### src/cpu_isa_pkg.sv
package cpu_isa_pkg;

	// ####################
	// basic types
	// ####################

	localparam int NUM_REGS = 8;

	typedef logic [$clog2(NUM_REGS)-1:0] reg_idx_t;
	typedef logic [31:0] word_t;

	localparam word_t RESET_PC = 32'h0000_0000;

	// ####################
	// instruction format
	// ####################

	typedef enum logic [3:0] {
		OP_NOP  = 4'h0,
		OP_ADD  = 4'h1,
		OP_SUB  = 4'h2,
		OP_AND  = 4'h3,
		OP_OR   = 4'h4,
		OP_XOR  = 4'h5,
		OP_ADDI = 4'h6,
		OP_LUI  = 4'h7,
		OP_BEQ  = 4'h8,
		OP_JMP  = 4'h9
	} opcode_e; // 4'ha..4'hf fall through as nop.

	typedef struct packed {
		opcode_e     opcode;
		reg_idx_t    rd;
		reg_idx_t    ra;
		reg_idx_t    rb;
		logic [2:0]  rsvd;
		logic [15:0] imm;
	} instr_t;

	typedef enum logic [2:0] {
		ALU_ADD,
		ALU_SUB,
		ALU_AND,
		ALU_OR,
		ALU_XOR,
		ALU_LUI
	} alu_op_e;

	typedef struct packed {
		alu_op_e  alu_op;
		logic     op2_imm;  // second alu operand is imm32.
		word_t    imm32;
		reg_idx_t rd;
		logic     write_rd;
		logic     is_beq;
		logic     is_jmp;
	} ctrl_t;

endpackage
### src/cpu_bus_pkg.sv
package cpu_bus_pkg;
	import cpu_isa_pkg::*;

	typedef struct packed {
		logic        access;
		logic [29:0] addr;  // word address.
	} ibus_req_t;

	typedef struct packed {
		logic  ack;
		word_t data;
	} ibus_rsp_t;

	typedef struct packed {
		logic     valid;
		reg_idx_t rd;
		word_t    value;
	} retire_t;

	typedef struct packed {
		instr_t instr;
		word_t  pc_plus_4;
	} fd_payload_t;

	typedef struct packed {
		ctrl_t    ctrl;
		reg_idx_t ra_sel;
		reg_idx_t rb_sel;
		word_t    ra_val;
		word_t    rb_val;
		word_t    pc_plus_4;
	} de_payload_t;

endpackage

### src/cpu_core.sv
module cpu_core
	import cpu_isa_pkg::*;
	import cpu_bus_pkg::*;
(
	input  logic      clk,
	input  logic      i_arst_n,
	output ibus_req_t o_ibus,
	input  ibus_rsp_t i_ibus,
	output retire_t   o_retire
);

	logic        f_valid;
	fd_payload_t f_data;
	logic        fd_valid;
	fd_payload_t fd_data;
	reg_idx_t    ra_sel;
	reg_idx_t    rb_sel;
	ctrl_t       ctrl;
	word_t       ra_val;
	word_t       rb_val;
	de_payload_t d_data;
	logic        de_valid;
	de_payload_t de_data;
	logic        redirect;
	word_t       target;
	retire_t     retire;

	cpu_fetch u_fetch (
		.clk(clk), .i_arst_n(i_arst_n),
		.o_ibus(o_ibus), .i_ibus(i_ibus),
		.i_redirect(redirect), .i_target(target),
		.o_valid(f_valid), .o_data(f_data)
	);

	cpu_stage_reg #(.payload_t(fd_payload_t)) u_f_d (
		.clk(clk), .i_arst_n(i_arst_n),
		.i_valid(f_valid), .i_data(f_data), .i_flush(redirect),
		.o_valid(fd_valid), .o_data(fd_data)
	);

	cpu_decode u_decode (
		.i_instr(fd_data.instr),
		.o_ra_sel(ra_sel), .o_rb_sel(rb_sel), .o_ctrl(ctrl)
	);

	cpu_regfile u_regfile (
		.clk(clk), .i_arst_n(i_arst_n),
		.i_ra_sel(ra_sel), .i_rb_sel(rb_sel), .o_ra(ra_val), .o_rb(rb_val),
		.i_wr_en(retire.valid), .i_wr_sel(retire.rd), .i_wr_val(retire.value)
	);

	assign d_data = '{
		ctrl: ctrl, ra_sel: ra_sel, rb_sel: rb_sel,
		ra_val: ra_val, rb_val: rb_val, pc_plus_4: fd_data.pc_plus_4
	};

	cpu_stage_reg #(.payload_t(de_payload_t)) u_d_e (
		.clk(clk), .i_arst_n(i_arst_n),
		.i_valid(fd_valid), .i_data(d_data), .i_flush(redirect),
		.o_valid(de_valid), .o_data(de_data)
	);

	cpu_exec u_exec (
		.clk(clk), .i_arst_n(i_arst_n),
		.i_valid(de_valid), .i_data(de_data),
		.o_redirect(redirect), .o_target(target), .o_retire(retire)
	);

	assign o_retire = retire;

endmodule

### src/cpu_exec.sv
module cpu_exec
	import cpu_isa_pkg::*;
	import cpu_bus_pkg::*;
(
	input  logic        clk,
	input  logic        i_arst_n,
	input  logic        i_valid,
	input  de_payload_t i_data,
	output logic        o_redirect,
	output word_t       o_target,
	output retire_t     o_retire
);

	word_t    op_a;
	word_t    op_b;
	word_t    op2;
	word_t    alu_res;
	logic     wb_valid_q;
	reg_idx_t wb_rd_q;
	word_t    wb_val_q;

	// ####################
	// forwarding
	// ####################

	always_comb begin
		op_a = i_data.ra_val;
		op_b = i_data.rb_val;
		if (wb_valid_q && wb_rd_q == i_data.ra_sel) begin
			op_a = wb_val_q;
		end
		if (wb_valid_q && wb_rd_q == i_data.rb_sel) begin
			op_b = wb_val_q;
		end
	end

	// ####################
	// alu and branch
	// ####################

	assign op2 = i_data.ctrl.op2_imm ? i_data.ctrl.imm32 : op_b;

	always_comb begin
		case (i_data.ctrl.alu_op)
			ALU_SUB: alu_res = op_a - op2;
			ALU_AND: alu_res = op_a & op2;
			ALU_OR:  alu_res = op_a | op2;
			ALU_XOR: alu_res = op_a ^ op2;
			ALU_LUI: alu_res = {op2[15:0], 16'h0000};
			default: alu_res = op_a + op2;
		endcase
	end

	assign o_redirect = i_valid &&
		(i_data.ctrl.is_jmp || (i_data.ctrl.is_beq && op_a == op_b));
	assign o_target = i_data.pc_plus_4 + {i_data.ctrl.imm32[29:0], 2'b00}; // word offset.

	always_ff @(posedge clk or negedge i_arst_n) begin
		if (!i_arst_n) begin
			wb_valid_q <= 1'b0;
		end else begin
			wb_valid_q <= i_valid && i_data.ctrl.write_rd;
		end
	end

	always_ff @(posedge clk) begin
		if (i_valid) begin
			wb_rd_q  <= i_data.ctrl.rd;
			wb_val_q <= alu_res;
		end
	end

	assign o_retire = '{valid: wb_valid_q, rd: wb_rd_q, value: wb_val_q};

	// the flush empties d_e, so a redirect never repeats.
	a_redirect_pulse: assert property (
		@(posedge clk) disable iff (!i_arst_n)
		o_redirect |=> !o_redirect
	);

endmodule

### src/cpu_regfile.sv
module cpu_regfile
	import cpu_isa_pkg::*;
(
	input  logic     clk,
	input  logic     i_arst_n,
	input  reg_idx_t i_ra_sel,
	input  reg_idx_t i_rb_sel,
	output word_t    o_ra,
	output word_t    o_rb,
	input  logic     i_wr_en,
	input  reg_idx_t i_wr_sel,
	input  word_t    i_wr_val
);

	word_t regs [1:NUM_REGS-1];

	// same-cycle write shows through to the reader.
	function automatic word_t rd_port(input reg_idx_t sel);
		if (sel == '0) begin
			return '0;
		end else if (i_wr_en && i_wr_sel == sel) begin
			return i_wr_val;
		end
		return regs[sel];
	endfunction

	always_comb begin
		o_ra = rd_port(i_ra_sel);
		o_rb = rd_port(i_rb_sel);
	end

	always_ff @(posedge clk or negedge i_arst_n) begin
		if (!i_arst_n) begin
			for (int i = 1; i < NUM_REGS; i++) begin
				regs[i] <= '0;
			end
		end else if (i_wr_en && i_wr_sel != '0) begin
			regs[i_wr_sel] <= i_wr_val;
		end
	end

	a_no_r0_write: assert property (
		@(posedge clk) disable iff (!i_arst_n)
		i_wr_en |-> i_wr_sel != '0
	);

endmodule

### src/cpu_decode.sv
module cpu_decode
	import cpu_isa_pkg::*;
(
	input  instr_t   i_instr,
	output reg_idx_t o_ra_sel,
	output reg_idx_t o_rb_sel,
	output ctrl_t    o_ctrl
);

	logic writes_rd;

	assign o_ra_sel = i_instr.ra;
	assign o_rb_sel = i_instr.rb;

	assign writes_rd = i_instr.opcode inside {
		OP_ADD, OP_SUB, OP_AND, OP_OR, OP_XOR, OP_ADDI, OP_LUI
	};

	// ####################
	// control
	// ####################

	always_comb begin
		o_ctrl       = '0;
		o_ctrl.imm32 = {{16{i_instr.imm[15]}}, i_instr.imm};
		o_ctrl.rd    = i_instr.rd;

		case (i_instr.opcode)
			OP_SUB:  o_ctrl.alu_op = ALU_SUB;
			OP_AND:  o_ctrl.alu_op = ALU_AND;
			OP_OR:   o_ctrl.alu_op = ALU_OR;
			OP_XOR:  o_ctrl.alu_op = ALU_XOR;
			OP_LUI:  o_ctrl.alu_op = ALU_LUI;
			default: o_ctrl.alu_op = ALU_ADD; // add, addi and everything else.
		endcase

		o_ctrl.op2_imm  = i_instr.opcode inside {OP_ADDI, OP_LUI};
		o_ctrl.write_rd = writes_rd && (i_instr.rd != '0); // r0 is never written.
		o_ctrl.is_beq   = i_instr.opcode == OP_BEQ;
		o_ctrl.is_jmp   = i_instr.opcode == OP_JMP;
	end

endmodule

### src/cpu_fetch.sv
module cpu_fetch
	import cpu_isa_pkg::*;
	import cpu_bus_pkg::*;
(
	input  logic        clk,
	input  logic        i_arst_n,
	output ibus_req_t   o_ibus,
	input  ibus_rsp_t   i_ibus,
	input  logic        i_redirect,
	input  word_t       i_target,
	output logic        o_valid,
	output fd_payload_t o_data
);

	logic        acc_q;
	logic [29:0] addr_q;
	word_t       pc_q;   // next address to put on the bus.
	logic        kill_q;
	logic        issue;
	word_t       next_pc;

	// idle after reset, or the current access completes on this edge.
	assign issue   = !acc_q || i_ibus.ack;
	assign next_pc = i_redirect ? i_target : pc_q;

	always_ff @(posedge clk or negedge i_arst_n) begin
		if (!i_arst_n) begin
			acc_q  <= 1'b0;
			addr_q <= '0;
			pc_q   <= RESET_PC;
			kill_q <= 1'b0;
		end else if (issue) begin
			acc_q  <= 1'b1;
			addr_q <= next_pc[31:2];
			pc_q   <= next_pc + 32'd4;
			kill_q <= 1'b0;
		end else if (i_redirect) begin
			// access still pending, let it finish and drop the data.
			pc_q   <= i_target;
			kill_q <= 1'b1;
		end
	end

	assign o_ibus  = '{access: acc_q, addr: addr_q};
	assign o_valid = acc_q && i_ibus.ack && !kill_q;
	assign o_data  = '{
		instr:     instr_t'(i_ibus.data),
		pc_plus_4: {addr_q + 30'd1, 2'b00}
	};

	a_ibus_hold: assert property (
		@(posedge clk) disable iff (!i_arst_n)
		o_ibus.access && !i_ibus.ack |=> o_ibus.access && $stable(o_ibus.addr)
	);

endmodule

### src/cpu_stage_reg.sv
module cpu_stage_reg #(
	parameter type payload_t = logic
) (
	input  logic     clk,
	input  logic     i_arst_n,
	input  logic     i_valid,
	input  payload_t i_data,
	input  logic     i_flush,
	output logic     o_valid,
	output payload_t o_data
);

	always_ff @(posedge clk or negedge i_arst_n) begin
		if (!i_arst_n) begin
			o_valid <= 1'b0;
		end else begin
			o_valid <= i_valid && !i_flush; // flush beats a new capture.
		end
	end

	always_ff @(posedge clk) begin
		if (i_valid) begin
			o_data <= i_data;
		end
	end

	// a valid slot never carries unknown bits.
	a_valid_known: assert property (
		@(posedge clk) disable iff (!i_arst_n)
		o_valid |-> !$isunknown(o_data)
	);

endmodule

### config.mk
export PLATFORM = sky130hd
export DESIGN_NAME = cpu_core
export DESIGN_NICKNAME = d
export VERILOG_FILES = /design/src/cpu_isa_pkg.sv /design/src/cpu_bus_pkg.sv /design/src/cpu_core.sv /design/src/cpu_exec.sv /design/src/cpu_regfile.sv /design/src/cpu_decode.sv /design/src/cpu_fetch.sv /design/src/cpu_stage_reg.sv
export SDC_FILE = /design/constraint.sdc
export NUM_CORES = 1
export LEC_CHECK = 0
export BUFFER_PORTS_ARGS = -buffer_cell sky130_fd_sc_hd__clkbuf_2
export CAP_MARGIN = 10
export CORE_MARGIN = 5
export CORE_UTILIZATION = 55
export CTS_CLUSTER_DIAMETER = 40
export DETAILED_ROUTE_END_ITERATION = 6
export HOLD_SLACK_MARGIN = 0.08
export PLACE_DENSITY = 0.71
export SLEW_MARGIN = 20
export SYNTH_ARGS = -nofsm -noshare
export SYNTH_HDL_FRONTEND = slang
export SYNTH_HIERARCHICAL = 1
export SYNTH_SLANG_ARGS = --single-unit
### constraint.sdc
create_clock -name clk -period 8.8 [get_ports clk]
set_clock_uncertainty 0.05 [all_clocks]
set_input_delay 0.44 -clock clk [delete_from_list [all_inputs] [get_ports clk]]
set_output_delay 0.44 -clock clk [all_outputs]
set_load 0.1 [all_outputs]
# Word level (Yosys, flattened, before mapping)
# Index checks and enable logic that the tools add are counted.
totals:
  register_bits: 511
  inputBits: 35
  output_inout_bits: 67
  wordCells: 122
op_classes:
  addsub: 5
  n_lt_le_gt_ge: 4
  n_eq_ne: 19
  n_mux: 28
  bitwise: 6
  reduce_logical: 26
ops:
  columns: ["op", "count"]
  rows:
  - ["$mux W32", 16]
  - ["$bwmux W224", 1]
  - ["$bmux W32 S3", 2]
  - ["$pmux W32 S5", 1]
  - ["$demux W32 S3", 1]
  - ["$add A32 B32 Y32", 2]
  - ["$add A32 B3 Y32 const B", 1]
  - ["$and A32 B32 Y32", 1]
  - ["$eq A32 B32 Y1", 1]
  - ["$or A32 B32 Y32", 1]
  - ["$sub A32 B32 Y32", 1]
  - ["$xor A32 B32 Y32", 1]
  - ["$add A30 B1 Y30 const B", 1]
  - ["$eq A4 B3 Y1 const B", 4]
  - ["$pmux W3 S5", 1]
  - ["$logic_and A1 B1 Y1", 14]
  - ["$eq A3 B3 Y1", 4]
  - ["$ge A4 B4 Y1 const B", 3]
  - ["$not A3 Y4", 3]
  - ["$eq A4 B2 Y1 const B", 2]
  - ["$eq A4 B4 Y1 const B", 2]
  - ["$reduce_bool A7 Y1", 1]
  - ["$eq A3 B2 Y1 const B", 2]
  - ["$eq A3 B3 Y1 const B", 2]
  - ["other kinds (9)", 20]

# Longest topological paths before layout
# Gate-level depths: netlist of the first run.
logic_depth:
  ltp_word: 10
  ltp_mapped: 27
  ltp_nobuf: 21

# By module
# Netlist of the first run, hierarchy kept.
modules_own_cells:
  columns: ["module", "n_inst", "cells_each", "area_per_inst_um2", "seq_area_each_um2"]
  rows:
  - ["cpu_regfile", 1, 958, 12736.0, 5605.4]
  - ["cpu_exec", 1, 1098, 8633.3, 1076.0]
  - ["cpu_stage_reg (u_d_e)", 1, 146, 4362.9, 4349.2]
  - ["cpu_fetch", 1, 426, 3967.6, 1551.5]
  - ["cpu_stage_reg (u_f_d)", 1, 66, 1960.6, 1946.9]
  - ["cpu_decode", 1, 55, 417.9, 0.0]

# Worst setup path after synthesis of the first run
# OpenSTA, ideal clock, no wires.
synth_timing:
  kind: "flip-flop to flip-flop"
  start: "register u_exec.wb_rd_q[2]"
  end: "register u_exec.wb_val_q[29] (data pin)"
  setup_ns: 0.261
  arrival_ns: 6.000
  required_time_ns: 8.489
  slack_ns: 2.489
  path_stages_with_launch: 23
  path_buffers: 2
  synth_period_minus_slack_ns: 6.311
  cell_sequence: "edfxtp_1 > xnor2_1 > and4_1 > buf_6 > buf_6 > mux2_2 > mux2_2 > nor4_1 > nand3_2 > o41ai_1 > xnor2_1 > ha_1 > o21ai_0 > nor2_1 > o41a_1 > o21a_1 > nor2_1 > a31oi_1 > o41a_1 > a41oi_1 > nand2_1 > a21o_1 > a311o_1"
synth_via:
  elab_chain_cells: 6
  word_cells_on_any_way: 13
  classes_between: "add/sub: 2; eq/ne: 2; mux: 4; bitwise: 3; reduce/logical: 2"
synth_rtl:
  columns: ["element", "line_no", "text"]
  rows:
  - ["from (decl)", "cpu_exec.sv:19", "reg_idx_t wb_rd_q;"]
  - ["from (signal assigned)", "cpu_exec.sv:68", "wb_rd_q <= i_data.ctrl.rd;"]
  - ["$eq A3 B3 Y1", "cpu_exec.sv:32", "if (wb_valid_q && wb_rd_q == i_data.rb_sel) begin"]
  - ["$logic_and A1 B1 Y1", "cpu_exec.sv:32", null]
  - ["$mux W32", "cpu_exec.sv:32", null]
  - ["$mux W32", "cpu_exec.sv:41", "assign op2 = i_data.ctrl.op2_imm ? i_data.ctrl.imm32 : op_b;"]
  - ["$add A32 B32 Y32 (tied with other cells)", "cpu_exec.sv:50", "default: alu_res = op_a + op2;"]
  - ["$pmux W32 S5 *", "cpu_exec.sv:44", "case (i_data.ctrl.alu_op)"]
  - ["named net u_exec.alu_res[29]", "cpu_exec.sv:17", "word_t alu_res;"]
  - ["to (signal assigned)", "cpu_exec.sv:69", "wb_val_q <= alu_res;"]
  - ["to (decl)", "cpu_exec.sv:20", "word_t wb_val_q;"]
# The timed path passes the listed nets; every way through them passes the cells marked *.
# A chain may end at the register's enable or synchronous reset.

# Final worst setup path of the first run
layout_timing:
  start: "register u_exec.wb_rd_q[2]"
  end: "register u_exec.wb_val_q[30] (data pin)"
# Same word-level chain as after synthesis.

==> results of run 1 <==
==> flip-flops by register name, indices dropped and copies added, names as in the netlist <==
| name | count |
|---|---|
| u_f_d/o_valid | 1 |
| u_exec/wb_valid_q | 1 |
| u_exec/wb_val_q | 32 |
| u_fetch/acc_q | 1 |
| u_d_e/o_valid | 1 |
| u_fetch/addr_q | 30 |
| u_exec/wb_rd_q | 3 |
| u_f_d/o_data | 59 |
| u_fetch/kill_q | 1 |
| u_d_e/o_data | 142 |
| u_fetch/pc_q | 30 |
| u_regfile/regs | 224 |
==> area by class of cell <==
| cell class | instances | area [um2] | area share [%] |
|---|---|---|---|
| multi-input cells | 1883 | 15800 | 44.3 |
| flip-flops and latches | 525 | 14300 | 40.2 |
| clock buffers | 94 | 2210 | 6.21 |
| repair buffers | 166 | 1110 | 3.12 |
| well taps | 765 | 957 | 2.69 |
| clock inverters | 68 | 821 | 2.30 |
| inverters | 110 | 413 | 1.16 |
==> layout by cell type, fill, tap and decap left out, types with 15 or more instances in the layout <==
cell                              n
sky130_fd_sc_hd__o21ai_0         93
sky130_fd_sc_hd__nand3_1         34
sky130_fd_sc_hd__nor2_1         172
sky130_fd_sc_hd__dfrtp_1        288
sky130_fd_sc_hd__buf_4           36
sky130_fd_sc_hd__nand2b_1        24
sky130_fd_sc_hd__a22o_1          63
sky130_fd_sc_hd__xnor2_1        128
sky130_fd_sc_hd__and3_1          15
sky130_fd_sc_hd__nand4_1         23
sky130_fd_sc_hd__inv_6           21
sky130_fd_sc_hd__nor3_1          23
sky130_fd_sc_hd__dlygate4sd3_1   30
sky130_fd_sc_hd__a21o_1          26
sky130_fd_sc_hd__mux2i_1        117
sky130_fd_sc_hd__nor2b_1         27
sky130_fd_sc_hd__nand2_1        158
sky130_fd_sc_hd__inv_1          108
sky130_fd_sc_hd__mux4_2          64
sky130_fd_sc_hd__a31oi_1         16
sky130_fd_sc_hd__mux2_1          24
sky130_fd_sc_hd__a22oi_1         35
sky130_fd_sc_hd__clkbuf_16       87
sky130_fd_sc_hd__a211oi_1        16
sky130_fd_sc_hd__xor2_1          51
sky130_fd_sc_hd__mux2_2         281
sky130_fd_sc_hd__a221oi_1        38
sky130_fd_sc_hd__edfxtp_1       236
sky130_fd_sc_hd__ha_1           127
sky130_fd_sc_hd__clkbuf_2        97
sky130_fd_sc_hd__a21oi_1        109
==> metrics by stage <==
step,utilization [%],setup slack [ps],area (um2)
floorplan,-,2490,31800
global placement,56.2,1440,32300
detailed placement,56.2,1320,32300
CTS,62.0,1250,35600
global route,62.0,552,35600
finish,62.0,1000,35600
==> where the power goes <==
| part | total (mW) | switching, mW | internal, mW | leakage (nW) |
|---|---|---|---|---|
| registers | 3.27 | 0.320 | 2.95 | 5.91 |
| logic | 1.84 | 1.15 | 0.687 | 7.71 |
| clock network | 3.48 | 1.35 | 2.13 | 1.46 |
| total | 8.59 | 2.82 | 5.76 | 15.1 |
==> routing by layer <==
layer,wire length [um],GRT usage [%],part of all wire [%]
met5,0,0,0
met4,2790,9.03,3.2
met3,4880,4.06,5.6
met2,42300,45.5,48
met1,37800,37.3,43
==> path summary, 6_finish.rpt <==
kind                                                   from                               to  slack [ps]  cells past startpoint
worst max-delay path            u_exec/wb_rd_q[2]$_DFFE_PP_    u_exec/wb_val_q[30]$_DFFE_PP_        1000                     22
worst min-delay path                             i_ibus[32]   u_fetch/addr_q[23]$_DFFE_PN0N_         280                      5
worst max register to register  u_exec/wb_rd_q[2]$_DFFE_PP_    u_exec/wb_val_q[30]$_DFFE_PP_        1000                     22
worst min register to register   u_f_d/o_data[23]$_DFFE_PP_       u_d_e/o_data[23]$_DFFE_PP_         360                      0
max in group asynchronous                          i_arst_n  u_regfile/regs[105]$_DFFE_PN0P_        7050                      3
min in group asynchronous                          i_arst_n   u_fetch/addr_q[26]$_DFFE_PN0N_         310                      2
==> timing repair <==
item	CTS	global route
gates resized for setup	0	0
hold endpoints to repair	89	0
hold buffers	30	0
setup buffers	0	0
==> critical path, delay by kind of cell, from the launching register on <==
family,cells,cell delay [ps]
XOR/XNOR,2,700
AND/OR/NAND/NOR,5,1760
buffers and inverters,2,630
adder cells (fa/ha/maj),1,380
AO/OA/AOI/OAI,10,2790
flip-flops,1,620
multiplexers,2,680
==> flow_metrics.env, run 1 <==
export IMPL_wl_per_cell_um=24.3
export IMPL_fp_row_count=88
export IMPL_mappedNetlistNets=2898
export IMPL_maxCapViolCount=0
export IMPL_critical_path_class="flop to flop"
export IMPL_drt_initial_drc_count=1731
export IMPL_worst_ep_arrival_time_ps=8210
export IMPL_power_leakage_nw=15.1
export IMPL_netlist_area_um2=31800
export IMPL_detailed_placer_s_ending_hpwl_um=58500
export IMPL_gr_total_overflow=0
export IMPL_path_max_fanout=23
export IMPL_timing_critical_path_cells="xnor2_1, and4_2, buf_4, mux2_2, mux2i_1, inv_1, nor2_1, nand3_2, o21ai_0, xnor2_1, ha_1, a21o_1, a21o_1, a2111oi_0, o21ai_0, o2bb2ai_1, a2111oi_0, nor2_1, o41ai_1, nand3b_1, o31a_1, o21ai_0"
export IMPL_layout_cells_non_filler=3611
export IMPL_die_width_um=251
export IMPL_cts_root_to_sink_buffers=3
export IMPL_vias=22600
export IMPL_setup_repair_after_global_routing_missed_its_margin="no"
export IMPL_h_tree_depth=3
export IMPL_max_clock_freq_ghz=0.128
export IMPL_globalplace_congestion=0.997
export IMPL_vdd_ir_drop_worst_uv=238
export IMPL_whs_ps=278
export IMPL_grt_antenna_before_repair=0
export IMPL_dr_pass1_iters=5
export IMPL_max_stage_delay_ps=830
export IMPL_drt_antenna_violating_nets=0
export IMPL_floorplan_initialDensity_pct=55.3
export IMPL_grt_use_total_pct=27.4
export IMPL_status="complete, no violations"
export IMPL_finalHoldViolCount=0
export IMPL_post_drt_via_cell_ratio=6.27
export IMPL_syn_mean_instance_area_um2=11.6
export IMPL_first_pass_grt_wire_length_um=136000
export IMPL_cp_data_required_time_ps=9210
export IMPL_top_level_ports=102
export IMPL_post_place_cells=3419
export IMPL_number_of_global_route_vias_before_repair=23300
export IMPL_clock_pin_slew_on_the_worst_setup_and_hold_paths_ps=60
export IMPL_antenna_cells_inserted=0
export IMPL_drt_wl_total_um=87700
export IMPL_flow_area_growth_from_synthesis_pct=12.0
export IMPL_nets=2936
export IMPL_power_density_cell_area_nw_per_um2=241
export IMPL_max_slew_margin_pct=25.4
export IMPL_worst_slew_pin_slew_ps=1120
export IMPL_port_buffer_count=98
export IMPL_startpoint_type="flop"
export IMPL_power_total_mw=8.59
export IMPL_die_h_um=251
export IMPL_ys_warnings_count=6
export IMPL_drive_gt1_share_pct=24.6
export IMPL_final_max_slew_viol_count=0
export IMPL_period_needed_ps=7800
export IMPL_worst_path_max_delay_cell="sky130_fd_sc_hd__and4_2"
export IMPL_finalSetupTns_ps=0
export IMPL_worstHoldPathType="input pin to flop"
export IMPL_path_common_cell="sky130_fd_sc_hd__o21ai_0"
export IMPL_worst_skew_pair_late_latency_ps=640
export IMPL_layout_worst_path_cycle_share_pct=88.6
export IMPL_floorplan_core_area_um2=57500
export IMPL_cts_sinks=525
export IMPL_tritoncts="yes"
export IMPL_setup_viol_count_final=0
export IMPL_cp_end_kind="flop"
export IMPL_cts_root_buf="sky130_fd_sc_hd__clkbuf_16"
export IMPL_grt_start_max_net_pins=165
export IMPL_synthCells=2734
export IMPL_post_route_drc_count=0
export IMPL_fillCellCount=4480
export IMPL_cts_inserted_buffers=86
export IMPL_die_area_um2=62800
Power figures use the tool's default switching activity.
==> run 2: changes to the inputs <==
ABC_AREA = 1   (was default)
==> flow_metrics.env, run 2 <==
export IMPL_dr_pass1_iters=7
export IMPL_placement_setup_worst_slack_ps=3040
export IMPL_worstHoldPathType="input pin to async pin"
export IMPL_vdd_ir_drop_worst_uv=199
export IMPL_nets=4697
export IMPL_power_leakage_nw=18.6
export IMPL_layout_worst_path_cycle_share_pct=67.2
export IMPL_gr_total_overflow=0
export IMPL_post_route_drc_count=0
export IMPL_most_common_layout_cells="1,695 x sky130_fd_sc_hd__nand2_1, 479 x sky130_fd_sc_hd__inv_1, 394 x sky130_fd_sc_hd__nand3_1"
export IMPL_largest_register_ffs=224
export IMPL_layout_area_seq_um2=14300
export IMPL_cts_inserted_buffers=89
export IMPL_drt_initial_drc_count=3738
export IMPL_h_tree_depth=3
export IMPL_first_pass_grt_wire_length_um=159000
export IMPL_grt_use_total_pct=30.5
export IMPL_post_drt_via_cell_ratio=5.65
export IMPL_final_max_slew_viol_count=0
export IMPL_floorplan_core_area_um2=60500
export IMPL_layout_cells_most_common="sky130_fd_sc_hd__nand2_1"
export IMPL_vias=30500
export IMPL_tritoncts="yes"
export IMPL_port_buffer_count=98
export IMPL_status="complete, no violations"
export IMPL_worst_path_max_delay_cell="sky130_fd_sc_hd__edfxtp_1"
export IMPL_drive_gt1_share_pct=9.98
export IMPL_drt_antenna_violating_nets=0
export IMPL_cts_sinks=525
export IMPL_cp_data_required_time_ps=9140
export IMPL_worst_slew_pin_slew_ps=1060
export IMPL_netlist_area_um2=33600
export IMPL_layout_cells_non_filler=5393
export IMPL_startpoint_type="flop"
export IMPL_layout_top_registers="u_regfile/regs: 224 flops, u_d_e/o_data: 142 flops, u_f_d/o_data: 59 flops"
export IMPL_ys_warnings_count=6
export IMPL_cts_root_buf="sky130_fd_sc_hd__clkbuf_16"
export IMPL_number_of_global_route_vias_before_repair=28300
export IMPL_cts_root_to_sink_buffers=3
export IMPL_power_density_cell_area_nw_per_um2=229
export IMPL_path_common_cell="sky130_fd_sc_hd__nand2_1"
export IMPL_post_place_cells=5194
export IMPL_die_width_um=257
export IMPL_fillCellCount=5339
export IMPL_die_h_um=257
export IMPL_layout_setup_ws_ps=2890
export IMPL_setup_repair_after_global_routing_missed_its_margin="no"
export IMPL_flow_area_growth_from_synthesis_pct=11.6
export IMPL_maxCapViolCount=0
export IMPL_period_needed_ps=5910
export IMPL_detailed_placer_s_ending_hpwl_um=68100
export IMPL_worst_skew_pair_late_latency_ps=660
export IMPL_die_area_um2=66100
export IMPL_max_stage_delay_ps=560
export IMPL_syn_mean_instance_area_um2=7.41
export IMPL_worst_ep_arrival_time_ps=6250
export IMPL_grt_antenna_before_repair=2
export IMPL_max_slew_margin_pct=29.5
export IMPL_drt_wl_total_um=104000
export IMPL_synthCells=4534
export IMPL_floorplan_initialDensity_pct=55.5
export IMPL_largest_register="u_regfile/regs"
export IMPL_path_max_fanout=33
export IMPL_finalHoldViolCount=0
export IMPL_clock_pin_slew_on_the_worst_setup_and_hold_paths_ps=50
export IMPL_critical_path_class="flop to flop"
export IMPL_multi_input_area_um2=16000
export IMPL_grt_start_max_net_pins=163
export IMPL_wl_per_cell_um=19.3
export IMPL_finalSetupTns_ps=0
export IMPL_fp_row_count=90
export IMPL_top_level_ports=102
export IMPL_cp_end_kind="flop"
export IMPL_mappedNetlistNets=4698
export IMPL_setup_viol_count_final=0
export IMPL_max_clock_freq_ghz=0.169
export IMPL_globalplace_congestion=0.952
## run 2: repair_timing
action / CTS / global route
resized for setup: 0 / 0
hold endpoints to repair: 103 / 0
hold buffers: 30 / 0
buffers inserted: 0 / 0
## run 2: cell type report
class,instances,area share [%]
multi-input cells,3241,42.8
flip-flops and latches,525,38.2
clock buffers,103,6.24
inverters,503,5.06
repair buffers,173,3.07
well taps,782,2.61
clock inverters,65,2.04
diodes,1,0.00668
## run 2: power by group
group	internal, mW	switching, mW
Clock	2.20	1.34
Combinational	0.510	1.39
Sequential	2.92	0.247
Total	5.62	2.97
## run 2: through the flow
step                      instance area [um2]  total power, mW  utilization [%]  hold slack [ps]
after floorplan                         33600             4.57                -             94.4
after global placement                  34100             5.01             56.3              350
after detailed placement                34100             5.05             56.3              355
after CTS                               37500             8.62             62.0              319
after global routing                    37500             8.99             62.0              352
final                                   37500             8.60             62.0              302
## run 2: layer usage
| layer | vias up | routed length [um] | GRT usage [%] |
|---|---|---|---|
| met4 | 0 | 5420 | 14.7 |
| met2 | 1534 | 45700 | 46.9 |
| met5 | - | 0 | 0 |
| met1 | 14100 | 43000 | 42.1 |
| li1 | 14500 | - | - |
| met3 | 299 | 9950 | 5.19 |
## run 2: worst max-delay path: cells and delay by family, from the launching register on
kind / cells / cell delay (ps)
adder cells (fa/ha/maj): 2 / 560
flip-flops: 1 / 560
XOR/XNOR: 2 / 290
AND/OR/NAND/NOR: 19 / 2420
buffers and inverters: 5 / 760
AO/OA/AOI/OAI: 4 / 970
## run 2: final timing paths
check / from / slack, ps / cells past startpoint / endpoint
setup / recovery: u_exec/wb_rd_q[1]$_DFFE_PP_ / 2890 / 32 / u_exec/wb_val_q[23]$_DFFE_PP_
hold / removal: i_arst_n / 300 / 2 / u_regfile/regs[64]$_DFFE_PN0P_
setup reg to reg: u_exec/wb_rd_q[1]$_DFFE_PP_ / 2890 / 32 / u_exec/wb_val_q[23]$_DFFE_PP_
hold reg to reg: u_f_d/o_data[16]$_DFFE_PP_ / 360 / 0 / u_d_e/o_data[16]$_DFFE_PP_
max in group asynchronous: i_arst_n / 6250 / 4 / u_f_d/o_valid$_DFF_PN0_
min in group clk: u_f_d/o_data[16]$_DFFE_PP_ / 360 / 0 / u_d_e/o_data[16]$_DFFE_PP_
